`src/common/mips_defines.svh`:
```
/* global widths, memory depths and the nop word of the mips pipeline
   include in every file that sizes a bus or a memory */
`ifndef MIPS_DEFINES_SVH
`define MIPS_DEFINES_SVH

// datapath width, registers and memories alike
`define MIPS_XLEN    32

// word address bits, so each memory holds 2**N words
`define MIPS_IMEM_AW 6
`define MIPS_DMEM_AW 6

// sll r0,r0,0 which writes nothing
`define MIPS_NOP     32'h0000_0000

`endif

```
`src/common/mips_isa_pkg.sv`:
```
/* instruction set types of the integer subset
   import into any file that handles words, register numbers or opcodes */
`include "mips_defines.svh"

package mips_isa_pkg;

    typedef logic [`MIPS_XLEN-1:0] word_t;     // data or instruction word
    typedef logic [4:0]            reg_addr_t; // register number
    typedef logic [15:0]           imm_t;      // raw i-type immediate

    // major opcode, bits 31:26
    typedef enum logic [5:0]
    {
        R_TYPE = 6'h00,
        BEQ    = 6'h04,
        ADDI   = 6'h08,
        LW     = 6'h23,
        SW     = 6'h2b
    } opcode_e;

    // r-type function field, bits 5:0
    typedef enum logic [5:0]
    {
        ADD = 6'h20,
        SUB = 6'h22,
        AND = 6'h24,
        OR  = 6'h25,
        SLT = 6'h2a
    } funct_e;

endpackage

```
`src/common/mips_pipe_pkg.sv`:
```
/* pipeline internal types, alu operations, handshake states and the
   one-bit control flags that travel down the stages */
package mips_pipe_pkg;

    typedef enum logic [2:0]
    {
        ALU_ADD,
        ALU_SUB,
        ALU_AND,
        ALU_OR,
        ALU_SLT
    } alu_op_e;

    // four-phase req/ack state, shared by the loader and the debug port
    typedef enum logic [1:0]
    {
        IDLE,
        SERVE,
        WAIT_DROP
    } hs_state_e;

    typedef logic alu_src_t;    // operand b is the immediate
    typedef logic mem_rd_t;     // load from data memory
    typedef logic mem_wr_t;     // store to data memory
    typedef logic reg_wr_t;     // result goes to the register file
    typedef logic mem_to_reg_t; // writeback takes the load data

endpackage

```
`src/hdl/memory_stage.sv`:
```
`timescale 1ns/100ps
/* memory and writeback, ex/mem register, word-addressed data memory,
   mem/wb register and the result select toward the register file */
`include "mips_defines.svh"

module memory_stage import mips_isa_pkg::*, mips_pipe_pkg::*;
(
    input  logic        SYS_clk,
    input  logic        SYS_reset,
    input  word_t       ex_alu_result,
    input  word_t       ex_store_val,
    input  reg_addr_t   ex_dest,
    input  reg_wr_t     ex_reg_wr,
    input  mem_rd_t     ex_mem_rd,
    input  mem_wr_t     ex_mem_wr,
    input  mem_to_reg_t ex_mem_to_reg,
    output reg_addr_t   mem_dest,
    output reg_wr_t     mem_reg_wr,
    output reg_wr_t     wb_en,
    output reg_addr_t   wb_addr,
    output word_t       wb_data
);
    word_t                    dmem [2**`MIPS_DMEM_AW];
    word_t                    alu_q;
    word_t                    store_q;
    mem_rd_t                  mem_rd_q;
    mem_wr_t                  mem_wr_q;
    mem_to_reg_t              mem_to_reg_q;
    logic [`MIPS_DMEM_AW-1:0] dmem_idx;
    word_t                    load_word;

    always_ff @(posedge SYS_clk)
    begin
        if (SYS_reset)
        begin
            mem_dest     <= '0;
            mem_reg_wr   <= 1'b0;
            mem_rd_q     <= 1'b0;
            mem_wr_q     <= 1'b0;
            mem_to_reg_q <= 1'b0;
        end
        else
        begin
            mem_dest     <= ex_dest;
            mem_reg_wr   <= ex_reg_wr;
            mem_rd_q     <= ex_mem_rd;
            mem_wr_q     <= ex_mem_wr;
            mem_to_reg_q <= ex_mem_to_reg;
        end
    end

    always_ff @(posedge SYS_clk)
    begin
        alu_q   <= ex_alu_result;
        store_q <= ex_store_val;
    end

    assign dmem_idx  = alu_q[`MIPS_DMEM_AW+1:2];     // byte offset dropped
    assign load_word = mem_rd_q ? dmem[dmem_idx] : '0;

    always_ff @(posedge SYS_clk)
    begin
        if (mem_wr_q)
            dmem[dmem_idx] <= store_q;
    end

    always_ff @(posedge SYS_clk)
    begin
        if (SYS_reset)
        begin
            wb_en   <= 1'b0;
            wb_addr <= '0;
        end
        else
        begin
            wb_en   <= mem_reg_wr;
            wb_addr <= mem_dest;
        end
    end

    always_ff @(posedge SYS_clk)
    begin
        wb_data <= mem_to_reg_q ? load_word : alu_q;
    end

endmodule

```
`config.mk`:
```
export PLATFORM = sky130hd
export DESIGN_NAME = memory_stage
export DESIGN_NICKNAME = d
export VERILOG_FILES = /design/src/common/mips_isa_pkg.sv /design/src/common/mips_pipe_pkg.sv /design/src/hdl/memory_stage.sv
export VERILOG_INCLUDE_DIRS = /design/src /design/src/common
export SDC_FILE = /design/constraint.sdc
export NUM_CORES = 2
export LEC_CHECK = 0
export ABC_AREA = 0
export BUFFER_PORTS_ARGS = -buffer_cell sky130_fd_sc_hd__buf_4
export CAP_MARGIN = 20
export CELL_PAD_IN_SITES_DETAIL_PLACEMENT = 1
export CELL_PAD_IN_SITES_GLOBAL_PLACEMENT = 2
export CORE_UTILIZATION = 30
export DETAILED_ROUTE_END_ITERATION = 6
export PLACE_DENSITY_LB_ADDON = 0.1
export REMOVE_ABC_BUFFERS = 1
export SYNTH_ARGS = -nofsm -noshare
export SYNTH_HDL_FRONTEND = slang
export SYNTH_SLANG_ARGS = --single-unit
```
`constraint.sdc`:
```
create_clock -name SYS_clk -period 4.5 [get_ports SYS_clk]
set_input_delay 0.225 -clock SYS_clk [delete_from_list [all_inputs] [get_ports SYS_clk]]
set_output_delay 0.225 -clock SYS_clk [all_outputs]
set_load 0.005 [all_outputs]
```
After elaboration in Yosys (flattened, before gate mapping). Memory sizes are Yosys's and may differ from the RTL's. A register that Yosys moved wholly into a read port is not among the register bits. Index checks and enable logic that the tools add are counted.

Muxes and demuxes: 4.

Operator list (count): $mux 32 (2); $mux 1 (2).

Register bits: 111. Bits in writable memories: 2048. Output and inout port bits: 44. Memories kept: 1.

Memories: dmem (depth 64, width 32, read ports 1, clocked after Yosys merged registers in 1, write ports 1, line memory_stage.sv:23) `` word_t dmem [2**`MIPS_DMEM_AW]; ``.

Logic depth before layout (Yosys ltp).
Word-level depth: 2. Mapped depth: 11. Gate-level depth less buffers: 6.

Worst setup path after synthesis. OpenSTA, ideal clock, no wires.

Path type: register -> register. Start point: reg alu_q[4]. End point: mem dmem[13][0] (netlist bit), enable pin. Setup time: 0.421 ns. Clock period less this slack: 3.383 ns. Stages on the path, launching flop included: 9. Buffers on the path: 6. Path slack: 1.117 ns. Data arrival time: 2.962 ns. Path through: dfxtp_1 -> buf_6 -> buf_4 -> buf_6 -> buf_2 -> buf_2 -> buf_2 -> nand3_1 -> nor2_1.

RTL lines: start: declaration (line memory_stage.sv:24) `word_t alu_q;`; start signal: assignment (line memory_stage.sv:54) `alu_q <= ex_alu_result;`; end: declaration (line memory_stage.sv:23).

No word-level cell before the write port.

==> out/results.ini <==
[critical_path]
worstPathMaxFanout=45
cp_cell_sequence=nor2b_4 -> buf_4 -> a221oi_1 -> nor3_1 -> a21oi_1 -> nand4_1 -> o32a_1
criticalPathCategory=reg2reg
worstPathArrival_ps=4850
cp-start-kind=register
required_ps=5360
critPathCaptureType=register
slowest_stage=nor3_1
max_stage_delay_ps=950

[timing]
max_freq_mhz=251
fin_tns_setup_ps=0
maxSlewViolCount=0
rsz0062_at_grt=false
setup_viol=0
setup_slack_ps=509
slew_headroom=0.194
fin_crit_ps=3990
post-route-period-util=0.887
hold_viol_final=0
worstMarginPinSlew_ps=1200
fin_skew_ps=57.8

[cells_and_area]
instances_no_fill=8968
final_area_um2=98000
final_common_cell=edfxtp_1
drive_above_1_share=0.202
layout_common_cells=edfxtp_1 (2048), a22oi_1 (519), buf_4 (421), clkbuf_16 (238), a221oi_1 (220)
final_net_count=5264
area_growth_syn_to_layout_pct=21.2

[route]
wl_per_cell_um=43.0
vias=52400
drtIter0Drc=6611
antenna_left=0
vias_per_cell=5.84
first_pass_iters=6
wirelength_mm=386
drc=0

[global_routing]
grt_pass1_wl_mm=507
grt_pass1_vias=51700
grt-ovfl-total=0
antenna_found_initial=24
gr-usage-all-layers=0.280
grt_max_degree=83

[logic_synthesis]
async_flop_share=0
yosys_warnings=0
synth_edf_count=2048
yosys.cell_types.count=78
avgSynthCellArea_um2=17.3
synth-main-ff-cell=edfxtp_1
seq_area_frac_synth=0.788
ys_ff_latch=2159
netlist_area_um2=80800
synth_cells=4664

[clocking]
clk_pin_slew_ps=70
cts_tree=built
cts_made_buffers=238
clockBufferDepth=3
h-tree-depth=4
cts_root_buf=clkbuf_16
cts_sinks=2159
worstSkewPairLatency_ps=920

[placed_design]
globalplace.congestion=0.826
dpl-instance-area_um2=88800
post-dp-hpwl_mm=227
dpl.cell_count=8356
portBuffers=118
place_ws_ps=693

[hold_path]
hold_class=in2reg

[power]
power.internal_mw=33.8
leakage_nw=30.7
p_sw_mw=10.6
switching_share=0.239
seqPwrFrac=0.501
cellPowerDensity_nw_per_um2=454
pwr-share-clk=0.438
power_frac_comb=0.061
irDropWorstVdd_mv=0.371

[run]
max_cap_violations=0

[floorplan]
die_h_um=521
core_um2=268000
dieWidth_um=521
start_util=0.302
rows=190
num_io_pins=119
dieArea_um2=272000

[outcome]
status=finished, final reports clean

[critical path: cells and delay by family, from the launching register on]
| kind | cells | cell delay [ps] |
|---|---|---|
| simple gates | 3 | 1520 |
| compound gates | 3 | 800 |
| flops | 1 | 760 |
| buf+inv | 1 | 740 |
[per-layer routing]
layer	GRT usage	part of all wire
met1	0.394	0.44
met4	0.0786	0.032
met3	0.0348	0.060
met5	0	0.000034
met2	0.454	0.47
[kinds of logic after synthesis]
logic type,synth area share
buf+inv,0.0217
simple gates,0.0282
flops,0.788
mux,0.0305
compound gates,0.131
[final timing paths]
path / from / endpoint / slack (ps) / depth (start not counted)
setup reg to reg: alu_q[3]$_DFF_P_ / wb_data[16]$_DFF_P_ / 510 / 7
setup / recovery: alu_q[3]$_DFF_P_ / wb_data[16]$_DFF_P_ / 510 / 7
hold / removal: ex_alu_result[0] / alu_q[0]$_DFF_P_ / 40 / 2
hold reg to reg: mem_reg_wr$_SDFF_PP0_ / wb_en$_SDFF_PP0_ / 470 / 1
[state kept, by name, indices dropped and copies added (netlist names)]
name,flops
mem_reg_wr,1
mem_dest,5
alu_q,32
wb_data,32
mem_rd_q,1
wb_addr,5
dmem,2048
wb_en,1
mem_wr_q,1
mem_to_reg_q,1
store_q,32
[area by class of cell]
cell class / instances / area, um2
fillers: 26500 / 170000
flip-flops and latches: 2159 / 63800
multi-input cells: 2148 / 16000
clock buffers: 328 / 6380
repair buffers: 636 / 6050
well taps: 3552 / 4440
clock inverters: 124 / 1280
diodes: 15 / 37.5
inverters: 6 / 35.0
[power groups by stage]
stage / combinational [mW] / clock [mW] / sequential, mW
after global routing: 2.79 / 20.4 / 22.3
after floorplan: 1.02 / 0 / 22.8
final: 2.71 / 19.5 / 22.3
after global placement: 2.56 / 0 / 22.7
after CTS: 2.68 / 19.8 / 22.3
after detailed placement: 2.58 / 0 / 22.7
[synthesized netlist by cell type, types with 27 or more instances]
cell type  count  area (um2)
dfxtp_1      111        2220
buf_4         27         203
o221ai_1      31         272
a21oi_1       99         495
o22ai_1      198        1240
mux2_2       125        1410
a221oi_1     220        1930
a22o_1        56         490
nor3_1        44         220
buf_2        163         816
clkbuf_1     108         405
nor2_1       173         649
o21ai_0      108         541
nand2_1      140         526
buf_1         39         146
edfxtp_1    2048       61500
a22oi_1      519        3900
nor2b_1       37         231
mux2i_1       81         811
[per-stage QoR]
step | utilization | hold WS (ps) | power (mW)
after global placement | 0.331 | 330 | 25.3
after detailed placement | 0.331 | 330 | 25.3
after CTS | 0.365 | 0.325 | 44.8
final | 0.366 | 43.7 | 44.5
after floorplan | - | 253 | 23.8
after global routing | 0.366 | 10.8 | 45.5
[what timing repair did]
| item | CTS | global route |
|---|---|---|
| hold endpoints to repair | 79 | 0 |
| setup buffers | 0 | 0 |
| hold buffers | 142 | 0 |
| gates resized for setup | 0 | 0 |
Power figures use the tool's default switching activity.
