[src/common/mips_defines.svh]
/* global widths, memory depths and the nop word of the mips pipeline
   include in every file that sizes a bus or a memory */
`ifndef MIPS_DEFINES_SVH
`define MIPS_DEFINES_SVH

// datapath width, registers and memories alike
`define MIPS_XLEN    32

// word address bits, so each memory holds 2**N words
`define MIPS_IMEM_AW 6
`define MIPS_DMEM_AW 6

// sll r0,r0,0 which writes nothing
`define MIPS_NOP     32'h0000_0000

`endif

[src/common/mips_isa_pkg.sv]
/* instruction set types of the integer subset
   import into any file that handles words, register numbers or opcodes */
`include "mips_defines.svh"

package mips_isa_pkg;

    typedef logic [`MIPS_XLEN-1:0] word_t;     // data or instruction word
    typedef logic [4:0]            reg_addr_t; // register number
    typedef logic [15:0]           imm_t;      // raw i-type immediate

    // major opcode, bits 31:26
    typedef enum logic [5:0]
    {
        R_TYPE = 6'h00,
        BEQ    = 6'h04,
        ADDI   = 6'h08,
        LW     = 6'h23,
        SW     = 6'h2b
    } opcode_e;

    // r-type function field, bits 5:0
    typedef enum logic [5:0]
    {
        ADD = 6'h20,
        SUB = 6'h22,
        AND = 6'h24,
        OR  = 6'h25,
        SLT = 6'h2a
    } funct_e;

endpackage

[src/common/mips_pipe_pkg.sv]
/* pipeline internal types, alu operations, handshake states and the
   one-bit control flags that travel down the stages */
package mips_pipe_pkg;

    typedef enum logic [2:0]
    {
        ALU_ADD,
        ALU_SUB,
        ALU_AND,
        ALU_OR,
        ALU_SLT
    } alu_op_e;

    // four-phase req/ack state, shared by the loader and the debug port
    typedef enum logic [1:0]
    {
        IDLE,
        SERVE,
        WAIT_DROP
    } hs_state_e;

    typedef logic alu_src_t;    // operand b is the immediate
    typedef logic mem_rd_t;     // load from data memory
    typedef logic mem_wr_t;     // store to data memory
    typedef logic reg_wr_t;     // result goes to the register file
    typedef logic mem_to_reg_t; // writeback takes the load data

endpackage

[src/execute/execute_stage.sv]
`timescale 1ns/100ps
/* execute stage, id/ex register with bubble insertion on stall,
   alu control and the alu itself */
module execute_stage import mips_isa_pkg::*, mips_pipe_pkg::*;
(
    input  logic        SYS_clk,
    input  logic        SYS_reset,
    input  logic        stall,
    input  word_t       id_rs_val,
    input  word_t       id_rt_val,
    input  word_t       id_imm,
    input  reg_addr_t   id_dest,
    input  funct_e      id_funct,
    input  alu_src_t    id_alu_src,
    input  mem_rd_t     id_mem_rd,
    input  mem_wr_t     id_mem_wr,
    input  reg_wr_t     id_reg_wr,
    input  mem_to_reg_t id_mem_to_reg,
    output word_t       ex_alu_result,
    output word_t       ex_store_val,
    output reg_addr_t   ex_dest,
    output reg_wr_t     ex_reg_wr,
    output mem_rd_t     ex_mem_rd,
    output mem_wr_t     ex_mem_wr,
    output mem_to_reg_t ex_mem_to_reg
);
    word_t    rs_q;
    word_t    imm_q;
    funct_e   funct_q;
    alu_src_t alu_src_q;
    alu_op_e  alu_op;
    word_t    operand_b;

    always_ff @(posedge SYS_clk)
    begin
        if (SYS_reset || stall)     // stalled decode sends a bubble
        begin
            ex_dest       <= '0;
            ex_reg_wr     <= 1'b0;
            ex_mem_rd     <= 1'b0;
            ex_mem_wr     <= 1'b0;
            ex_mem_to_reg <= 1'b0;
            alu_src_q     <= 1'b0;
        end
        else
        begin
            ex_dest       <= id_dest;
            ex_reg_wr     <= id_reg_wr;
            ex_mem_rd     <= id_mem_rd;
            ex_mem_wr     <= id_mem_wr;
            ex_mem_to_reg <= id_mem_to_reg;
            alu_src_q     <= id_alu_src;
        end
    end

    always_ff @(posedge SYS_clk)
    begin
        rs_q         <= id_rs_val;
        ex_store_val <= id_rt_val;
        imm_q        <= id_imm;
        funct_q      <= id_funct;
    end

    always_comb
    begin
        if (alu_src_q)
            alu_op = ALU_ADD;       // addi, lw and sw add the offset
        else
        begin
            case (funct_q)
                SUB:     alu_op = ALU_SUB;
                AND:     alu_op = ALU_AND;
                OR:      alu_op = ALU_OR;
                SLT:     alu_op = ALU_SLT;
                default: alu_op = ALU_ADD;
            endcase
        end
    end

    assign operand_b = alu_src_q ? imm_q : ex_store_val;

    always_comb
    begin
        case (alu_op)
            ALU_SUB: ex_alu_result = rs_q - operand_b;
            ALU_AND: ex_alu_result = rs_q & operand_b;
            ALU_OR:  ex_alu_result = rs_q | operand_b;
            ALU_SLT: ex_alu_result = word_t'($signed(rs_q) < $signed(operand_b));
            default: ex_alu_result = rs_q + operand_b;
        endcase
    end

endmodule

[config.mk]
export PLATFORM = sky130hd
export DESIGN_NAME = execute_stage
export DESIGN_NICKNAME = d
export VERILOG_FILES = /design/src/common/mips_isa_pkg.sv /design/src/common/mips_pipe_pkg.sv /design/src/execute/execute_stage.sv
export VERILOG_INCLUDE_DIRS = /design/src /design/src/common
export SDC_FILE = /design/constraint.sdc
export NUM_CORES = 1
export LEC_CHECK = 0
export BUFFER_PORTS_ARGS = -buffer_cell sky130_fd_sc_hd__buf_2
export CELL_PAD_IN_SITES_DETAIL_PLACEMENT = 0
export CELL_PAD_IN_SITES_GLOBAL_PLACEMENT = 2
export CORE_MARGIN = 2
export CORE_UTILIZATION = 34
export CTS_CLUSTER_DIAMETER = 60
export DETAILED_ROUTE_END_ITERATION = 10
export GPL_TIMING_DRIVEN = 0
export PLACE_DENSITY_LB_ADDON = 0.1
export SLEW_MARGIN = 20
export SYNTH_ARGS = -nofsm -noshare
export SYNTH_HDL_FRONTEND = slang
export SYNTH_SLANG_ARGS = --single-unit
[constraint.sdc]
create_clock -name SYS_clk -period 8.3 [get_ports SYS_clk]
set_input_delay 1.245 -clock SYS_clk [delete_from_list [all_inputs] [get_ports SYS_clk]]
set_output_delay 1.245 -clock SYS_clk [all_outputs]
set_load 0.005 [all_outputs]
Word level (Yosys, flattened, before mapping)
Cells that the tools add are included.

Register bits: 112. Bits of input ports: 115. Output and inout port bits: 73. Logic and storage cells: 28.

Add/subtract/negate cells: 2. $lt $le $gt $ge: 1. Equality and inequality tests: 8. Multiplexer cells: 4. Bitwise operators: 2. Reduce and logical (&&, ||, !) cells: 1.

Operators by type and width (count): case mux 32 bit (4 select lines) (1); adder 32 bit (1); AND 32 bit (1); less-than comparator 32 bit (1); 2-to-1 mux 32 bit (1); OR 32 bit (1); subtractor 32 bit (1); == test 6 bit, second input constant (4); case mux 3 bit (4 select lines) (1); == test 3 x 2 -> 1 bit, second input constant (2); == test 3 x 1 -> 1 bit, second input constant (1); == test 3 bit, second input constant (1); 2-to-1 mux 3 bit (1); logical OR 1 bit (1).

Longest topological paths before layout
Depth after elaboration: 5. Gate-level depth with buffers: 16. Gate-level depth less buffers: 14.

Worst setup path before layout
No wires, ideal clock.

Kind: register to output. Start: reg alu_src_q. End: out ex_alu_result[30]. Data arrival time: 3.602 ns. Required time: 7.055 ns. Setup slack: 3.453 ns. Cell stages (with the launch flop): 16. Path buffers: 2. Cell sequence: dfxtp_1 > clkbuf_1 > buf_1 > mux2i_1 > inv_1 > ha_1 > fa_1 > o21ba_1 > or4_1 > o211ai_2 > a31oi_1 > a21oi_2 > a31oi_1 > o221ai_2 > mux2i_1 > nand3_1.

Cells in the longest elaborated chain, start to end: 3. Elaborated cells on any way between the ends: 11. Classes of those cells: 2 x add/sub; 4 x eq/ne; 3 x mux; 2 x bitwise.

RTL lines: start, declared (line execute_stage.sv:30) `alu_src_t alu_src_q;`; start signal, assigned (line execute_stage.sv:52) `alu_src_q <= id_alu_src;`; 2-to-1 mux 32 bit or 2-to-1 mux 3 bit (tied branches) (line execute_stage.sv:80, execute_stage.sv:66); adder 32 bit (tied with other cells) (line execute_stage.sv:89) `default: ex_alu_result = rs_q + operand_b;`; case mux 32 bit (4 select lines) (*) (line execute_stage.sv:84) `case (alu_op)`; end, declared (line execute_stage.sv:19) `output word_t ex_alu_result,`.

Every way passes the cells marked *; elsewhere a longest branch is shown, timed or not.

Worst setup path after layout
Same ends and word-level chain as after synthesis.

==> summary.txt <==
post-synthesis cell type count: 77
clock-pin slew on the worst setup and hold paths: 0.09 ns
Die Y: 156 um
clock buffer depth: 2
starting utilization of the core area: 34.7%
RSZ-0062 raised after global routing: no
GPL Wtd Cong: 0.873
Die W: 156 um
max-cap viol count: 0
crit-path max FO: 10
wirelength, routed: 26400 um
Endpoint, Worst Hold: rs_q[29]$_DFF_P_
top flop regs: ex_store_val (32), imm_q (32), rs_q (32)
First-pass DRT Iterations: 5
Yosys top cell area share: 28.6%
slew of the pin with the lowest slew margin: 1.02 ns
P_leak: 4.52 nW
CTS tree: done
ys async rst share: 0%
full die area: 24300 um2
largest net degree at the start of global routing: 25
final hold violations: 0
Vias: 7336
Hold Path Stages: 1
WP data arrival: 5.16 ns
Mapped Area: 7850 um2
final-stage net count: 1356
final max-slew violation count: 0
Seq cells post-synth: 112
Crit Path Class: reg -> out
Util after Layout: 41.8%
GRT Total Usage: 21.7%
GRT Residual Overflow: 0
worst path required time: 7.05 ns
crit share post-route: 77.1%
hold path startpoint: id_rs_val[29]
hold buffers post-CTS: 0
Setup Fix Bufs, Post-CTS: 0
H-tree levels: 3
Iter 0 DRT Violations: 470
top cells by count, synth: dfxtp_1, ha_1, inv_1
synthesized area per cell: 8.40 um2
area grow syn2layout: 20.6%
status: finished clean
most frequent cell after synthesis: dfxtp_1
Net Count, Synth: 1158
number of global-route vias before repair: 6966
antenna violations before repair: 0
Fmax: 156 MHz
Cell Rows: 55
CTS sink cnt: 112
Crit. End Element: output port
sequential area share after synthesis: 28.6%
Critical Path Source: alu_src_q$_SDFF_PP0_
Antenna Cells: 0
share of cells above drive strength 1: 21.9%
DRC viols: 0
Synth Flop Type: dfxtp_1
Tmin final: 6.40 ns
highest ir drop seen on vdd: 0.0913 mV
EDFF count, synth: 0
Ports: 188
global-route wire length before repair: 39900 um
HPWL after DPL: 20300 um
Hold Crit Class: in -> reg
largest area contributor in the netlist: dfxtp_1
IO Port Bufs: 187
max_slew headroom: 32.2%
setup TNS: 0 ns
Cells after Synth: 934
synth warn: 0
ANT nets after route: 0
Startpoint Class: flip-flop
Power Dens Cells: 167 nW/um2
number of vias per cell: 5.16
Inserted Clock Buffers: 9
Core ar.: 22600 um2
clk root buf: clkbuf_16
CTS resizes: 0
top post-synthesis cells by area: dfxtp_1, ha_1, mux2i_1
fill cell count: 2343
final setup violation count: 0
wire per inst: 18.6 um
## report_power, final
part / leakage (nW) / total [W] / switching [W] / internal (W)
clock: 0.154 / 0.000473 / 0.000251 / 0.000222
sequential: 0.943 / 0.000580 / 0.0000141 / 0.000566
combinational: 3.42 / 0.000529 / 0.000315 / 0.000214
total: 4.52 / 0.00158 / 0.000580 / 0.00100
## worst max-delay path by stage
stage	endpoint
2_1_floorplan	ex_alu_result[30]
3_3_place_gp	ex_alu_result[30]
3_5_place_dp	ex_alu_result[30]
4_1_cts	ex_alu_result[30]
5_1_grt	ex_alu_result[30]
6_report	ex_alu_result[30]
## metal layers
metal	up-vias	track usage (%)	wire length [um]
li1	3672	-	-
met1	3394	31.3	13200
met2	243	33.6	11300
met3	27	3.81	1500
met4	0	4.81	410
met5	-	0	0
## worst max-delay path, cell delays in order, from the launching register on
cell,delay (ns)
dfxtp_1,0.31
clkbuf_1,0.28
buf_1,0.76
mux2i_1,0.53
inv_1,0.14
fa_1,0.44
o21ba_1,0.22
or4_1,0.42
o211ai_2,0.18
a31oi_1,0.21
a21oi_2,0.34
a31oi_1,0.25
o221ai_2,0.21
mux2i_1,0.21
nand3_1,0.11
buf_2,0.15
## logic make-up (layout without fill, tap and decap cells)
group                      Yosys count  in the layout  share of synthesized area [%]
AOI/OAI and AO/OA                  274            274                           24.2
xor gates and xnor gates            23             23                           2.57
and+or+nand+nor                    228            228                           14.1
adders and majority gates          109            109                           17.6
muxes                               45             45                           5.74
DFF                                112            112                           28.6
buffers and inverters              143            346                           7.22
## placed cells by master, fill, tap and decap left out, drive strengths merged, types with 5 or more instances in the layout
cell type,synthesis,routed
nor3,12,12
a221oi,10,10
o21ai,61,61
and2,13,13
a31oi,8,8
o221ai,9,9
o31ai,6,6
nor4,7,7
a211oi,14,14
clkbuf,23,32
nor2,66,66
ha,107,107
a21o,11,11
nand2b,8,8
a21oi,77,77
inv,105,110
xnor2,17,17
o21bai,8,8
nand2,73,73
and3,8,8
o22ai,15,15
o211ai,17,17
xor2,6,6
buf,15,202
dfxtp,112,112
nand3,7,7
nor2b,9,9
or3,5,5
a22oi,6,6
mux2i,45,45
## metrics by stage
stage | setup WS (ns) | instance area (um2) | hold WS [ns] | std cells | power [W]
CTS | 1.78 | 9460 | 0.942 | 1422 | 0.00161
detailed placement | 2.23 | 9140 | 1.35 | 1406 | 0.00112
global placement | 1.89 | 9140 | 1.35 | 1406 | 0.00112
floorplan | 3.45 | 7850 | 1.27 | 934 | 0.000933
finish | 1.90 | 9460 | 0.961 | 1422 | 0.00158
global route | 1.59 | 9460 | 0.941 | 1422 | 0.00168
## final cells by class
cell class | instances | area (um2) | share of cell area, %
Timing Repair Buffer | 187 | 936 | 9.90
Clock inverter | 7 | 93.8 | 0.992
Tap cell | 285 | 357 | 3.77
Buffer | 38 | 174 | 1.84
Multi-Input combinational cell | 679 | 5040 | 53.2
Inverter | 105 | 394 | 4.17
Sequential cell | 112 | 2240 | 23.7
Clock buffer | 9 | 225 | 2.38
(Power assumes the default switching activity.)
