--- src/common/mips_defines.svh ---
/* global widths, memory depths and the nop word of the mips pipeline
   include in every file that sizes a bus or a memory */
`ifndef MIPS_DEFINES_SVH
`define MIPS_DEFINES_SVH

// datapath width, registers and memories alike
`define MIPS_XLEN    32

// word address bits, so each memory holds 2**N words
`define MIPS_IMEM_AW 6
`define MIPS_DMEM_AW 6

// sll r0,r0,0 which writes nothing
`define MIPS_NOP     32'h0000_0000

`endif

--- src/common/mips_isa_pkg.sv ---
/* instruction set types of the integer subset
   import into any file that handles words, register numbers or opcodes */
`include "mips_defines.svh"

package mips_isa_pkg;

    typedef logic [`MIPS_XLEN-1:0] word_t;     // data or instruction word
    typedef logic [4:0]            reg_addr_t; // register number
    typedef logic [15:0]           imm_t;      // raw i-type immediate

    // major opcode, bits 31:26
    typedef enum logic [5:0]
    {
        R_TYPE = 6'h00,
        BEQ    = 6'h04,
        ADDI   = 6'h08,
        LW     = 6'h23,
        SW     = 6'h2b
    } opcode_e;

    // r-type function field, bits 5:0
    typedef enum logic [5:0]
    {
        ADD = 6'h20,
        SUB = 6'h22,
        AND = 6'h24,
        OR  = 6'h25,
        SLT = 6'h2a
    } funct_e;

endpackage

--- src/common/mips_pipe_pkg.sv ---
/* pipeline internal types, alu operations, handshake states and the
   one-bit control flags that travel down the stages */
package mips_pipe_pkg;

    typedef enum logic [2:0]
    {
        ALU_ADD,
        ALU_SUB,
        ALU_AND,
        ALU_OR,
        ALU_SLT
    } alu_op_e;

    // four-phase req/ack state, shared by the loader and the debug port
    typedef enum logic [1:0]
    {
        IDLE,
        SERVE,
        WAIT_DROP
    } hs_state_e;

    typedef logic alu_src_t;    // operand b is the immediate
    typedef logic mem_rd_t;     // load from data memory
    typedef logic mem_wr_t;     // store to data memory
    typedef logic reg_wr_t;     // result goes to the register file
    typedef logic mem_to_reg_t; // writeback takes the load data

endpackage

--- src/fetch/fetch_unit.sv ---
`timescale 1ns/100ps
/* fetch stage, pc register and instruction memory
   the memory is filled through a four-phase req/ack loader while run is low */
`include "mips_defines.svh"

module fetch_unit import mips_isa_pkg::*, mips_pipe_pkg::*;
(
    input  logic  SYS_clk,
    input  logic  SYS_reset,
    input  logic  run,
    input  logic  stall,
    input  logic  branch_taken,
    input  word_t branch_target,
    input  logic  imem_req,
    input  word_t imem_addr,        // byte address, low two bits ignored
    input  word_t imem_data,
    output logic  imem_ack,
    output word_t if_instr,
    output word_t if_pc
);
    word_t     imem [2**`MIPS_IMEM_AW];
    word_t     pc;
    hs_state_e load_state;
    logic      load_wr;

    assign load_wr  = (load_state == IDLE) && imem_req;  // one write per transaction
    assign imem_ack = (load_state != IDLE);

    always_ff @(posedge SYS_clk)
    begin
        if (SYS_reset)
            load_state <= IDLE;
        else
        begin
            case (load_state)
                IDLE:
                    if (imem_req)
                        load_state <= SERVE;
                SERVE:
                    load_state <= imem_req ? WAIT_DROP : IDLE;
                default:
                    if (!imem_req)
                        load_state <= IDLE;
            endcase
        end
    end

    always_ff @(posedge SYS_clk)
    begin
        if (load_wr)
            imem[imem_addr[`MIPS_IMEM_AW+1:2]] <= imem_data;
    end

    // stopped core sits at the reset vector
    always_ff @(posedge SYS_clk)
    begin
        if (SYS_reset || !run)
            pc <= '0;
        else if (!stall)
            pc <= branch_taken ? branch_target : pc + 32'd4;
    end

    assign if_instr = run ? imem[pc[`MIPS_IMEM_AW+1:2]] : `MIPS_NOP;
    assign if_pc    = pc;

    assert property (@(posedge SYS_clk) disable iff (SYS_reset) !(run && imem_req))
        else $error("program load requested while the core is running");

    assert property (@(posedge SYS_clk) disable iff (SYS_reset) $rose(imem_ack) |-> $past(imem_req))
        else $error("imem_ack rose without a pending imem_req");

endmodule

--- config.mk ---
export PLATFORM = sky130hd
export DESIGN_NAME = fetch_unit
export DESIGN_NICKNAME = d
export VERILOG_FILES = /design/src/common/mips_isa_pkg.sv /design/src/common/mips_pipe_pkg.sv /design/src/fetch/fetch_unit.sv
export VERILOG_INCLUDE_DIRS = /design/src /design/src/common
export SDC_FILE = /design/constraint.sdc
export NUM_CORES = 2
export LEC_CHECK = 0
export BUFFER_PORTS_ARGS = -buffer_cell sky130_fd_sc_hd__buf_4
export CORE_ASPECT_RATIO = 1.5
export CORE_MARGIN = 3
export CORE_UTILIZATION = 60
export DETAILED_ROUTE_END_ITERATION = 10
export PLACE_DENSITY_LB_ADDON = 0.05
export RECOVER_POWER = 100
export SETUP_SLACK_MARGIN = 0.02
export SLEW_MARGIN = 30
export SYNTH_ARGS = -nofsm -noshare
export SYNTH_HDL_FRONTEND = slang
export SYNTH_SLANG_ARGS = --single-unit
--- constraint.sdc ---
create_clock -name SYS_clk -period 6.4 [get_ports SYS_clk]
set_clock_uncertainty 0.2 [all_clocks]
set_input_delay 0.32 -clock SYS_clk [delete_from_list [all_inputs] [get_ports SYS_clk]]
set_output_delay 0.32 -clock SYS_clk [all_outputs]
set_load 0.05 [all_outputs]
## After elaboration in Yosys (flattened, before gate mapping)

Memory sizes are Yosys's and may differ from the RTL's. A register that Yosys moved wholly into a read port is not among the register bits.
Cells that the tools add are included.

| word-level totals | value |
|---|---|
| flip-flop bits (word level) | 34 |
| memory bits (writable) | 2048 |
| input port bits | 102 |
| output and inout port bits | 65 |
| word-level logic and storage cells | 23 |
| memories | 1 |

Memory list:

| name | depth | width | read ports | clocked after memory_dff | wr ports | RTL line | RTL |
|---|---|---|---|---|---|---|---|
| imem | 64 | 32 | 1 | 1 | 1 | fetch_unit.sv:21 | `` word_t imem [2**`MIPS_IMEM_AW]; `` |

| cells by class | value |
|---|---|
| add/subtract/negate cells | 1 |
| equality and inequality tests | 3 |
| muxes and demuxes | 10 |
| reduce and logical (&&, ||, !) cells | 6 |

Operator list:

| kind | number |
|---|---|
| $mux 32 | 2 |
| $add 32x3->32 const B | 1 |
| $mux 6 | 2 |
| $mux 2 | 3 |
| $pmux 2 s2 | 1 |
| $ne 3x1->1 const B | 1 |
| $eq 2x1->1 const B | 1 |
| $logic_not 2->1 | 1 |
| $mux 1 | 2 |
| $ne 2x2->1 const B | 1 |
| $reduce_and 2->1 | 1 |
| $reduce_bool 2->1 | 1 |
| $logic_and 1x1->1 | 1 |
| $logic_not 1->1 | 1 |
| $logic_or 1x1->1 | 1 |

## Longest topological paths before layout

| logic depth | value |
|---|---|
| word-level depth | 4 |
| depth in mapped cells | 10 |

## Worst setup path after synthesis

Ideal clock, no wire load.

| timing path | value |
|---|---|
| path type | flip-flop to output port |
| start point | register with a tool-made name |
| end point | output if_instr[2] |
| arrival | 3.212 ns |
| data required time | 5.880 ns |
| slack | 2.668 ns |
| cell stages (with the launch flop) | 10 |
| path buffers | 4 |
| path through | dfxtp_1 buf_2 buf_2 buf_2 buf_2 mux4_2 mux2i_1 mux2i_1 o22ai_1 nor4b_1 |

RTL lines:

| what | RTL line | RTL |
|---|---|---|
| end, declared | fetch_unit.sv:18 | `output word_t if_instr,` |

==> metrics.md <==
| Metric | Value |
|---|---|
| Synth async-reset ratio | 0% |
| Detail Route Antenna Nets | 0 |
| FF+latch area | ~62,000 sq um |
| #FFs+latches synth | about 2.1k |
| Status | finished with violations |
| Dpl ws | 2040 ps |
| WP data required | 5880 ps |
| First-pass DRT Iterations | 7 |
| Synth top area share | 76.3% |
| Area Growth Syn to Fin | 12.3% |
| Max frequency | between 150 and 200 MHz |
| Share of layout cells above drive strength 1 | 25.1% |
| Worst r2r src | load_state[0]$_SDFFE_PP0P_ |
| Top_reg_cell synth | edfxtp_1 |
| Tmin final | roughly 5700 ps |
| Worst-Margin Slew | between 3000 and 4000 ps |
| Max-slew violation count | between 3k and 4k |
| Internal | 21.9 mW |
| Sequential fraction of the synthesis area | 77.3% |
| Max clock buf depth | 3 |
| Pwr Total | 27.5 mW |
| CP arrival | ~5200 ps |
| Vias in the first global route | a little over 40k |
| Min-Delay Path Class | primary input to flip-flop |
| DP HPWL | around 120 mm |
| CP endpoint kind | output pin |
| CP Class | flip-flop to output pin |
| Routability Congestion | 0.887 |
| CTS tree | yes |
| DR vias/cell | 6.83 |
| Final Hold Fails | 0 |
| Post-cts resize count | 0 |
| Cell Area, Synth | about 80,000 sq um |
| First-pass GRT wire length | a little under 300 mm |
| Clock Pin Slew Worst Setup and Hold Paths | ~70 ps |
| Worst-path fanout max | 35 |
| H-tree levels | 4 |
| Io pins | approximately 170 |
| Combinational share of power | 3.9% |
| Largest net degree at the start of global routing | 96 |
| Hold Buf Count CTS | 94 |
| Die width | 305 um |
| Synthesized area per cell | 22.6 sq um |
| # nets final | around 4k |
| Final setup fails | 0 |
| Fill count | roughly 8.4k |
| Worst Hold Endpoint | imem[39][14]$_DFFE_PP_ |
| Synth cell types | 65 |
| Hold path depth | 3 |
| Core area | 133,000 sq um |
| Postcts setup bufs | 0 |
| Clk Latency, worst-skew pair | approximately 800 ps |
| Area contributors post-synth | edfxtp_1 (76%), mux4_2 (16%), mux2i_1 (1.3%) |
| GRT Resource Usage Total | 30.6% |
| Drt drc | 0 |
| Fin crit share | 89.1% |
| Cells on worst reg2reg path | 6 |
| Pleak | between 20 and 30 nW |
| Multi-input gate area | approximately 17,000 sq um |
| Switch Pwr | approximately 5.6 mW |
| Rel. slew slack | -141% |
| Number of vias in the routed layout | a little under 40k |
| Seq pwr share | between 50% and 60% |
| Final WL | between 200 and 250 mm |
| Unrepaired setup endpoints after global routing | no |
| Clock power share | between 40% and 50% |
| Crit start category | flip-flop |
| Hold path startpoint | imem_addr[3] |
| Yosys top cell by area | edfxtp_1 |
| Peak VDD IR | around 0.0003 V |
| Starting Density | ~60% |
| Final setup TNS | 0 ps |
| Post-synth EDFFs | between 2k and 2.5k |
| Rows | 164 |
| Cells after Synth | roughly 3.6k |
| Slack of the worst reg-to-reg path | slightly below 800 ps |
| Util after Layout | approximately 68% |
| Die area | about 140,000 sq um |
| Gr ovfl total | 0 |
| DR iter-0 viols | 5,687 |
| Maxcap violations | 119 |
| Port bufs | 140 |
| Syn nets | between 3k and 4k |
| Failing checks | max-capacitance violations, max-slew violations |
| Synth warn | 0 |
| Drt wl/cell | approximately 36 um |
| CTS root buffer | clkbuf_16 |
| Critical R2R Capture | imem[27][21]$_DFFE_PP_ |
| PnR worst setup slack | between 600 and 700 ps |
| Sw Ratio | between 20% and 30% |
| CTS Buf Count | around 180 |
| Power per Cell Area | 303 nW/um^2 |
| TritonCTS sink count | approximately 2.1k |
| Initial antenna violation count | 12 |
| Die height | ~450 um |
-- Yosys cell counts, types with 5 or more instances --
library cell	instances
clkbuf_1	71
buf_2	62
buf_1	22
mux2i_1	102
dfxtp_1	40
o221a_2	10
and2_1	9
and3_1	11
nor2_1	128
buf_4	35
nand2b_1	8
nand3_1	34
o21ai_1	5
mux4_2	570
a31oi_1	21
a211oi_1	16
o22ai_1	16
nor3_1	13
inv_1	7
o21ai_0	27
nand4_1	13
edfxtp_1	2048
mux2_2	20
nand2_1	79
a22oi_1	23
buf_6	10
a21oi_1	54
nor2b_1	24
-- stage by stage --
| step | hold slack [ps] | cells | cell area (sq um) |
|---|---|---|---|
| after global placement | 263 | 5358 | 84400 |
| after floorplan | 219 | 3562 | 80600 |
| final | 7.23 | 5802 | 90600 |
| after CTS | 70.9 | 5797 | 91600 |
| after detailed placement | 259 | 5365 | 84600 |
| after global routing | 11.9 | 5800 | 90600 |
-- layout by cell type (no fill, tap or decap), drive strengths merged, types with 4 or more instances in the layout --
| cell | n |
|---|---|
| edfxtp | 2048 |
| mux4 | 570 |
| clkbuf | 378 |
| nor2 | 128 |
| buf | 107 |
| mux2i | 102 |
| dlygate4sd3 | 94 |
| nand2 | 79 |
| clkinv | 71 |
| a21oi | 54 |
| dfxtp | 40 |
| nand3 | 34 |
| o21ai | 32 |
| bufinv | 27 |
| nor2b | 24 |
| a22oi | 23 |
| a31oi | 21 |
| mux2 | 20 |
| o22ai | 16 |
| a211oi | 16 |
| inv | 16 |
| nand4 | 13 |
| nor3 | 13 |
| and3 | 11 |
| o221a | 10 |
| and2 | 9 |
| nand2b | 8 |
| clkinvlp | 8 |
| diode | 5 |
| o2111ai | 4 |
| a211o | 4 |
| a32o | 4 |
| nand3b | 4 |
| and4 | 4 |
| o21a | 4 |
| nor4 | 4 |
| a31o | 4 |
-- critical path: stages, from the launching register on --
cell and delay (ps):
dfxtp_2 1220, buf_12 380, mux4_2 570, mux4_2 490, a22oi_1 610, o21ai_0 640
buf_4 390
-- routing by layer --
| metal | up-vias | part of all wire [%] | GRT usage [%] |
|---|---|---|---|
| met5 | - | 0.0043 | 0 |
| met4 | 2 | 3.7 | 10.7 |
| met3 | 399 | 8.6 | 4.86 |
| met2 | 2163 | 50 | 51.0 |
| met1 | 21211 | 37 | 42.3 |
| li1 | 15836 | - | - |
-- layout make-up --
type                    count  area share, %
inverters                   9         0.0401
multi-input cells        1265           19.2
diodes                      5         0.0138
flip-flops and latches   2088           68.8
repair buffers            354           2.80
well taps                1743           2.41
clock buffers             225           5.30
clock inverters           113           1.42
-- sequential cells by signal (all words and copies together) (netlist names), named ones only --
signal	count
if_pc	32
imem	2048
load_state	2
-- how the worst max path moves through the flow --
stage / from / end / slack (ps) / cells past startpoint
after global placement: flip-flop / if_instr[19] / 2010 / 7
after global routing: flip-flop / if_instr[22] / 570 / 6
final: flip-flop / if_instr[20] / 700 / 6
after CTS: flip-flop / if_instr[6] / 1140 / 6
after floorplan: flip-flop / if_instr[2] / 2670 / 9
after detailed placement: flip-flop / if_instr[6] / 2040 / 6
-- kinds of logic after synthesis --
group / share of synthesized area [%]
adder cells (fa/ha/maj): 0.0155
flip-flops: 77.3
AND/OR/NAND/NOR: 1.98
multiplexers: 17.5
AO/OA/AOI/OAI: 1.94
buffers and inverters: 1.33
-- power by group through the flow --
stage	combinational [mW]	sequential, mW	clock (mW)
final	1.08	15.1	11.3
after global routing	1.13	15.1	11.9
after CTS	1.11	15.1	11.4
after detailed placement	1.06	15.4	0
after global placement	1.02	15.4	0
after floorplan	0.570	15.4	0
(Power assumes the default switching activity.)
