[config.mk]
export PLATFORM = sky130hd
export DESIGN_NAME = decode_stage
export DESIGN_NICKNAME = d
export VERILOG_FILES = /design/src/common/mips_isa_pkg.sv /design/src/common/mips_pipe_pkg.sv /design/src/decode/register_file.sv /design/src/decode/decode_stage.sv
export VERILOG_INCLUDE_DIRS = /design/src /design/src/common
export SDC_FILE = /design/constraint.sdc
export NUM_CORES = 2
export LEC_CHECK = 0
export ABC_CLOCK_PERIOD_IN_PS = 5200
export BUFFER_PORTS_ARGS = -buffer_cell sky130_fd_sc_hd__buf_2
export CAP_MARGIN = 20
export CORE_ASPECT_RATIO = 0.7
export CORE_UTILIZATION = 41
export CTS_BUF_LIST = sky130_fd_sc_hd__clkbuf_4 sky130_fd_sc_hd__clkbuf_8
export DETAILED_ROUTE_END_ITERATION = 8
export SYNTH_ARGS = -nofsm -noshare
export SYNTH_HDL_FRONTEND = slang
export SYNTH_SLANG_ARGS = --single-unit
[constraint.sdc]
create_clock -name SYS_clk -period 5.2 [get_ports SYS_clk]
set_clock_uncertainty 0.2 [all_clocks]
set_input_delay 1.04 -clock SYS_clk [delete_from_list [all_inputs] [get_ports SYS_clk]]
set_output_delay 1.04 -clock SYS_clk [all_outputs]
set_load 0.005 [all_outputs]
[src/common/mips_defines.svh]
/* global widths, memory depths and the nop word of the mips pipeline
   include in every file that sizes a bus or a memory */
`ifndef MIPS_DEFINES_SVH
`define MIPS_DEFINES_SVH

// datapath width, registers and memories alike
`define MIPS_XLEN    32

// word address bits, so each memory holds 2**N words
`define MIPS_IMEM_AW 6
`define MIPS_DMEM_AW 6

// sll r0,r0,0 which writes nothing
`define MIPS_NOP     32'h0000_0000

`endif

[src/common/mips_isa_pkg.sv]
/* instruction set types of the integer subset
   import into any file that handles words, register numbers or opcodes */
`include "mips_defines.svh"

package mips_isa_pkg;

    typedef logic [`MIPS_XLEN-1:0] word_t;     // data or instruction word
    typedef logic [4:0]            reg_addr_t; // register number
    typedef logic [15:0]           imm_t;      // raw i-type immediate

    // major opcode, bits 31:26
    typedef enum logic [5:0]
    {
        R_TYPE = 6'h00,
        BEQ    = 6'h04,
        ADDI   = 6'h08,
        LW     = 6'h23,
        SW     = 6'h2b
    } opcode_e;

    // r-type function field, bits 5:0
    typedef enum logic [5:0]
    {
        ADD = 6'h20,
        SUB = 6'h22,
        AND = 6'h24,
        OR  = 6'h25,
        SLT = 6'h2a
    } funct_e;

endpackage

[src/common/mips_pipe_pkg.sv]
/* pipeline internal types, alu operations, handshake states and the
   one-bit control flags that travel down the stages */
package mips_pipe_pkg;

    typedef enum logic [2:0]
    {
        ALU_ADD,
        ALU_SUB,
        ALU_AND,
        ALU_OR,
        ALU_SLT
    } alu_op_e;

    // four-phase req/ack state, shared by the loader and the debug port
    typedef enum logic [1:0]
    {
        IDLE,
        SERVE,
        WAIT_DROP
    } hs_state_e;

    typedef logic alu_src_t;    // operand b is the immediate
    typedef logic mem_rd_t;     // load from data memory
    typedef logic mem_wr_t;     // store to data memory
    typedef logic reg_wr_t;     // result goes to the register file
    typedef logic mem_to_reg_t; // writeback takes the load data

endpackage

[src/decode/register_file.sv]
`timescale 1ns/100ps
/* 32 x 32 register file with write-through to the decode reads
   and a third read port served by a four-phase debug handshake */
module register_file import mips_isa_pkg::*, mips_pipe_pkg::*;
(
    input  logic      SYS_clk,
    input  logic      SYS_reset,
    input  reg_addr_t rs_addr,
    input  reg_addr_t rt_addr,
    input  logic      wb_en,
    input  reg_addr_t wb_addr,
    input  word_t     wb_data,
    input  logic      dbg_req,
    input  reg_addr_t dbg_addr,
    output word_t     rs_val,
    output word_t     rt_val,
    output logic      dbg_ack,
    output word_t     dbg_data
);
    word_t     regs [32];
    hs_state_e dbg_state;

    // writeback result is visible in the same cycle
    function automatic word_t read_port(input reg_addr_t addr);
        if (wb_en && wb_addr == addr && addr != '0)
            return wb_data;
        return regs[addr];
    endfunction

    always_ff @(posedge SYS_clk)
    begin
        if (SYS_reset)
        begin
            for (int i = 0; i < 32; i++)
                regs[i] <= '0;
        end
        else if (wb_en && wb_addr != '0)    // r0 stays zero
            regs[wb_addr] <= wb_data;
    end

    always_comb
    begin
        rs_val = read_port(rs_addr);
        rt_val = read_port(rt_addr);
    end

    always_ff @(posedge SYS_clk)
    begin
        if (SYS_reset)
            dbg_state <= IDLE;
        else
        begin
            case (dbg_state)
                IDLE:
                    if (dbg_req)
                        dbg_state <= SERVE;
                SERVE:
                    dbg_state <= dbg_req ? WAIT_DROP : IDLE;
                default:
                    if (!dbg_req)
                        dbg_state <= IDLE;
            endcase
        end
    end

    always_ff @(posedge SYS_clk)
    begin
        if (dbg_state == IDLE && dbg_req)
            dbg_data <= read_port(dbg_addr);   // snapshot at the serving edge
    end

    assign dbg_ack = (dbg_state != IDLE);

    assert property (@(posedge SYS_clk) disable iff (SYS_reset) $fell(dbg_ack) |-> $past(!dbg_req))
        else $error("dbg_ack dropped while dbg_req was still high");

endmodule

[src/decode/decode_stage.sv]
`timescale 1ns/100ps
/* decode stage, if/id register, main control, sign extension,
   beq resolution with one delay slot and the load/use interlock */
`include "mips_defines.svh"

module decode_stage import mips_isa_pkg::*, mips_pipe_pkg::*;
(
    input  logic        SYS_clk,
    input  logic        SYS_reset,
    input  word_t       if_instr,
    input  word_t       if_pc,
    input  reg_addr_t   ex_dest,
    input  reg_wr_t     ex_reg_wr,
    input  reg_addr_t   mem_dest,
    input  reg_wr_t     mem_reg_wr,
    input  reg_wr_t     wb_en,
    input  reg_addr_t   wb_addr,
    input  word_t       wb_data,
    input  logic        dbg_req,
    input  reg_addr_t   dbg_addr,
    output logic        stall,
    output logic        branch_taken,
    output word_t       branch_target,
    output word_t       id_rs_val,
    output word_t       id_rt_val,
    output word_t       id_imm,
    output reg_addr_t   id_dest,
    output funct_e      id_funct,
    output alu_src_t    id_alu_src,
    output mem_rd_t     id_mem_rd,
    output mem_wr_t     id_mem_wr,
    output reg_wr_t     id_reg_wr,
    output mem_to_reg_t id_mem_to_reg,
    output logic        dbg_ack,
    output word_t       dbg_data
);
    word_t     id_instr;
    word_t     id_pc;
    opcode_e   opcode;
    reg_addr_t rs;
    reg_addr_t rt;
    imm_t      imm;
    logic      use_rs;
    logic      use_rt;
    logic      writes;
    logic      rs_hazard;
    logic      rt_hazard;

    always_ff @(posedge SYS_clk)
    begin
        if (SYS_reset)
        begin
            id_instr <= `MIPS_NOP;
            id_pc    <= '0;
        end
        else if (!stall)
        begin
            id_instr <= if_instr;
            id_pc    <= if_pc;
        end
    end

    assign opcode   = opcode_e'(id_instr[31:26]);
    assign rs       = id_instr[25:21];
    assign rt       = id_instr[20:16];
    assign imm      = id_instr[15:0];
    assign id_funct = funct_e'(id_instr[5:0]);
    assign id_imm   = {{16{imm[15]}}, imm};

    always_comb
    begin
        use_rs        = 1'b1;
        use_rt        = 1'b0;
        writes        = 1'b0;
        id_alu_src    = 1'b0;
        id_mem_rd     = 1'b0;
        id_mem_wr     = 1'b0;
        id_mem_to_reg = 1'b0;
        case (opcode)
            R_TYPE:
            begin
                use_rt = 1'b1;
                writes = 1'b1;
            end
            ADDI:
            begin
                id_alu_src = 1'b1;
                writes     = 1'b1;
            end
            LW:
            begin
                id_alu_src    = 1'b1;
                id_mem_rd     = 1'b1;
                id_mem_to_reg = 1'b1;
                writes        = 1'b1;
            end
            SW:
            begin
                id_alu_src = 1'b1;
                id_mem_wr  = 1'b1;
                use_rt     = 1'b1;
            end
            BEQ:
                use_rt = 1'b1;
            default:
                use_rs = 1'b0;      // unknown opcode acts as a nop
        endcase
    end

    assign id_dest   = (opcode == R_TYPE) ? id_instr[15:11] : rt;
    assign id_reg_wr = writes && (id_dest != '0);   // nop and r0 targets carry no write

    // wait until the producer reaches writeback
    assign rs_hazard = use_rs && (rs != '0) &&
                       ((ex_reg_wr && ex_dest == rs) || (mem_reg_wr && mem_dest == rs));
    assign rt_hazard = use_rt && (rt != '0) &&
                       ((ex_reg_wr && ex_dest == rt) || (mem_reg_wr && mem_dest == rt));
    assign stall     = rs_hazard || rt_hazard;

    assign branch_taken  = (opcode == BEQ) && (id_rs_val == id_rt_val) && !stall;
    assign branch_target = id_pc + 32'd4 + {id_imm[29:0], 2'b00};

    register_file regs
    (
        .SYS_clk   (SYS_clk),
        .SYS_reset (SYS_reset),
        .rs_addr   (rs),
        .rt_addr   (rt),
        .wb_en     (wb_en),
        .wb_addr   (wb_addr),
        .wb_data   (wb_data),
        .dbg_req   (dbg_req),
        .dbg_addr  (dbg_addr),
        .rs_val    (id_rs_val),
        .rt_val    (id_rt_val),
        .dbg_ack   (dbg_ack),
        .dbg_data  (dbg_data)
    );

    // bubbles drain execute and memory within two cycles
    assert property (@(posedge SYS_clk) disable iff (SYS_reset) stall[*2] |=> !stall)
        else $error("decode stalled for more than two cycles in a row");

endmodule

# Word-level counts from Yosys, hierarchy flattened
# Memory sizes are Yosys's and may differ from the RTL's. A register that Yosys moved wholly into a read port is not among the register bits.
# Cells that the tools add are included.
# totals
register_bits,98
latch_bits,0
ram_bits,1024
rom_bits,0
inputBits,122
output_inout_bits,179
wordCells,92
memories,1
# memory_table
name,words,width,read_ports,rd_ports_with_merged_regs,wr,line_no,source
regs.regs,32,32,3,2,32,register_file.sv:20,word_t regs [32];
# classes
addsub,2
multipliers,0
div,0
order_cmp,0
eq_ne,15
shift,0
n_mux,33
bitwise,0
reduce_logical,37
# ops
operator,n
2-to-1 mux 32 bit,7
equality test 5 bit,7
adder 32 x 3 -> 32 bit (second input constant),1
adder 32 bit,1
equality test 32 bit,1
OR reduction 32 bit,1
2-to-1 mux 5 bit,6
nonzero test 5 bit,5
logical AND 1 bit,19
2-to-1 mux 1 bit,16
equality test 6 bit (second input constant),2
OR reduction 3 bit,3
equality test 6 x 3 -> 1 bit (second input constant),1
equality test 6 x 4 -> 1 bit (second input constant),1
zero test 6 bit,1
2-to-1 mux 2 bit,3
OR reduction 5 bit,1
case mux 2 bit (2 select lines),1
logical OR 1 bit,3
inequality test 3 x 1 -> 1 bit (second input constant),1
equality test 2 x 1 -> 1 bit (second input constant),1
zero test 2 bit,1
inequality test 2 bit (second input constant),1
AND reduction 2 bit,1
2 further kinds,2

# Longest topological paths before layout
# logic_depth
ltp_word,8
depth_mapped,15
ltp_nobuf,14

# Hierarchy
# From an unflattened synthesis, not the netlist that was laid out.
# hier_totals
cells_unflattened,4639
hier_area_um2,67639.9
# modules_own_cells
mod,instances,cells_each,area_each_um2,seq_area_each_um2
register_file,1,4051,62548.7,31750.5
decode_stage,1,588,5091.1,1281.2

# Worst setup path before layout
# OpenSTA, ideal clock, no wires.
# synth_path
kind,in2out
from,input wb_addr[1]
to,output branch_taken
arrival_ns,3.348
t_required_ns,3.960
path_slack_ns,0.612
stages,11
n_path_buf,3
cell_sequence,clkbuf_1 > xnor2_1 > nand4_1 > nor2_1 > clkbuf_1 > clkbuf_1 > o21ai_0 > xor2_1 > nor4_1 > nand4_1 > nor4_2
# synth_between
elab_chain_len,8
word_cells_on_any_way,13
cone_classes,3 x eq/ne; 4 x mux; 6 x reduce/logical
# synth_lines
item,line_no,source
start: declaration,decode_stage.sv:17,"input reg_addr_t wb_addr,"
equality test 5 bit,register_file.sv:25,if (wb_en && wb_addr == addr && addr != '0)
logical AND 1 bit (2 in series),register_file.sv:25,
2-to-1 mux 1 bit,register_file.sv:25,
2-to-1 mux 32 bit,register_file.sv:27,return regs[addr];
named net id_rt_val[24],decode_stage.sv:25,"output word_t id_rt_val,"
equality test 32 bit,decode_stage.sv:120,assign branch_taken = (opcode == BEQ) && (id_rs_val == id_rt_val) && !stall;
logical AND 1 bit (2 in series),decode_stage.sv:120,
end: declaration,decode_stage.sv:22,"output logic branch_taken,"
# The timed path passes the listed nets, and every way through them passes these cells.

==> impl_metrics.json <==
{
  "run_status": "finished with violations",
  "violations": "negative setup slack",
  "ys_ff_latch": 1132,
  "synth_cell_type_count": 77,
  "rows": 126,
  "layout_commonest_cell": "edfxtp_1",
  "grt_max_degree": 70,
  "syn_to_final_growth_pct": 18.0,
  "clk_pin_slew_ps": 60,
  "cts-hold-fix-buffers": 0,
  "seq_area_frac_synth": 0.478,
  "portBuffers": 300,
  "antenna_found_initial": 44,
  "nets": 5665,
  "first_iter_violations": 9146,
  "ant_nets": 0,
  "fmax_mhz": 163,
  "async_reset_ff_frac": 0,
  "wl_per_cell_um": 37.9,
  "cts-root-buf": "clkbuf_8",
  "ff_latch_area_um2": 33300,
  "synth_edf_count": 1056,
  "initial_utilization": 0.413,
  "cp-start-kind": "flop",
  "fp.dieH_um": 346,
  "end_kind": "output port",
  "synth_ff_type": "edfxtp_1",
  "synth_top_family_by_area": "multiplexers",
  "p_sw_frac": 0.301,
  "hpwlAfterDp_mm": 193,
  "gr-usage-all-layers": 0.344,
  "postLayoutCoreUtil": 0.487,
  "insertion_delay_ps": 970,
  "avgSynthCellArea_um2": 13.9,
  "cp.arrival_ps": 4890,
  "chipWidth_um": 494,
  "crit_path_max_fanout": 14,
  "netlist_instances": 4987,
  "p_leak_nw": 28.6,
  "synthesis.area_um2": 69500,
  "drive_above_1_share": 0.374,
  "tightest_slew_ps": 1150,
  "vias_per_cell": 6.78,
  "drv_cap": 0,
  "io_pins": 301,
  "yosysWarnings": 0,
  "required_ps": 3960,
  "vias": 53600,
  "cts_tree": "done",
  "fin_ws_ps": -932,
  "place_congestion": 0.993,
  "coreArea_um2": 168000,
  "multi_input_area_um2": 34700,
  "fin_crit_sh": 1.18,
  "pwr-share-seq": 0.443,
  "fill_cells": 14500,
  "min_path_type": "in -> reg",
  "cts_sinks": 1132,
  "ir_drop_uv": 266,
  "grt_pass1_wl_mm": 407,
  "synth.area.mux_share": 0.287,
  "cts_buffer_depth": 3,
  "dieArea_um2": 171000,
  "period_minus_slack_ps": 6130,
  "power.internal_mw": 17.2,
  "synth-xor-area-share": 0.0116,
  "rsz0062_at_grt": "yes",
  "remaining_drc_errors": 0,
  "slew_headroom": 0.229,
  "synth-compound-area-share": 0.0517,
  "overflow": 0,
  "synth-adder-area-share": 0.0105,
  "setup_tns_ps": -938,
  "h-tree-depth": 4,
  "setup_violations": 2,
  "pwr_density_cell_nw_per_um2": 300,
  "synth-simple-area-share": 0.120,
  "critical_path_class": "reg -> out",
  "final_cell_mix": "1056 x edfxtp_1, 751 x and2_1, 716 x mux4_2",
  "combPwrFrac": 0.212,
  "clockPowerShare": 0.346,
  "first_pass_iters": 6,
  "hold_viol": 0,
  "power_switching_mw": 7.42,
  "drv_slew": 0,
  "first_global_vias": 50700,
  "cts_buffers": 185,
  "wl_mm": 299
}
[cells in the mapped netlist (67+ instances only)]
master	n	area share
o22ai_1	67	0.0060
a21oi_1	83	0.0060
buf_2	72	0.0052
nand2_1	94	0.0051
nor2_1	189	0.010
edfxtp_1	1056	0.46
mux2i_1	345	0.050
and2_1	754	0.068
clkbuf_1	343	0.019
buf_4	68	0.0073
dfxtp_1	76	0.022
mux4_2	716	0.23
nor3_1	289	0.021
[final cells by class]
cell class,count,share of cell area
Inverter,25,0.00114
Multi-Input combinational cell,3291,0.423
Timing Repair Buffer,850,0.0889
Clock buffer,252,0.0381
Tap cell,2240,0.0342
Clock inverter,82,0.00837
Sequential cell,1132,0.406
Antenna cell,29,0.000885
[cells by family (layout without fill, tap and decap cells)]
kind of cell,Yosys count,count (layout)
buffers and inverters,595,1209
DFF,1132,1132
muxes,1096,1096
xor gates and xnor gates,92,92
other,1,61
and+or+nand+nor,1511,1511
AOI/OAI and AO/OA,502,502
adders and majority gates,58,58
[registers in the layout (all words and copies together) (netlist names), named ones only]
register and cells:
regs.dbg_state 2, id_pc 32, id_instr 32, regs.regs 1024, regs.dbg_data 32
[critical path, cell delays in order, from the launching register on]
cell,delay (ps)
dfxtp_4,400
buf_4,190
buf_16,190
mux4_2,550
mux2i_1,180
o22ai_1,230
nor3_1,270
a21oi_1,120
xnor2_2,280
buf_4,180
nand4_1,120
or4_4,470
nor4_4,430
buf_4,180
buf_2,100
[power groups by stage]
| stage | clock [mW] | sequential (mW) | combinational [mW] |
|---|---|---|---|
| floorplan | 0 | 10.9 | 2.64 |
| global placement | 0 | 11.1 | 4.69 |
| detailed placement | 0 | 11.1 | 4.71 |
| CTS | 8.52 | 10.9 | 4.98 |
| global route | 8.88 | 11.0 | 5.30 |
| finish | 8.52 | 10.9 | 5.21 |
[metal layers]
metal / global-route usage / up-vias / share of wire
met3: 0.152 / 824 / 0.17
met1: 0.469 / 27000 / 0.37
met4: 0.159 / 16 / 0.053
met2: 0.465 / 5007 / 0.40
li1: - / 20700 / -
met5: 0 / - / 0.00050
[through the flow]
stage	cells	setup slack, ps	total power [mW]	area [um^2]	hold WS (ps)
after floorplan	5018	612	13.5	69600	230
after global placement	7459	-468	15.8	76100	239
after detailed placement	7460	-493	15.8	76100	256
after CTS	7856	-876	24.4	81500	26.7
after global routing	7882	-942	25.1	82000	84.1
final	7901	-932	24.6	82000	109
[path summary, 6_finish.rpt]
path | startpoint | end | slack [ps] | cells after the start
worst max-delay path | flop | branch_taken | -930 | 14
worst min-delay path | if_pc[19] | id_pc[19]$_SDFFE_PP0N_ | 110 | 3
worst max register to register | id_instr[17]$_SDFFE_PP0N_ | flop | 1110 | 10
worst min register to register | regs.dbg_state[1]$_SDFFE_PP0P_ | regs.dbg_state[0]$_SDFFE_PP0P_ | 270 | 2
[timing repair]
action,in CTS,in global routing
buffers inserted,52,13
endpoints found under the hold margin,0,0
cloned,10,4
endpoints found under the setup margin,21,12
resized for setup,143,45
pin swaps,29,27
Power figures use the tool's default switching activity.
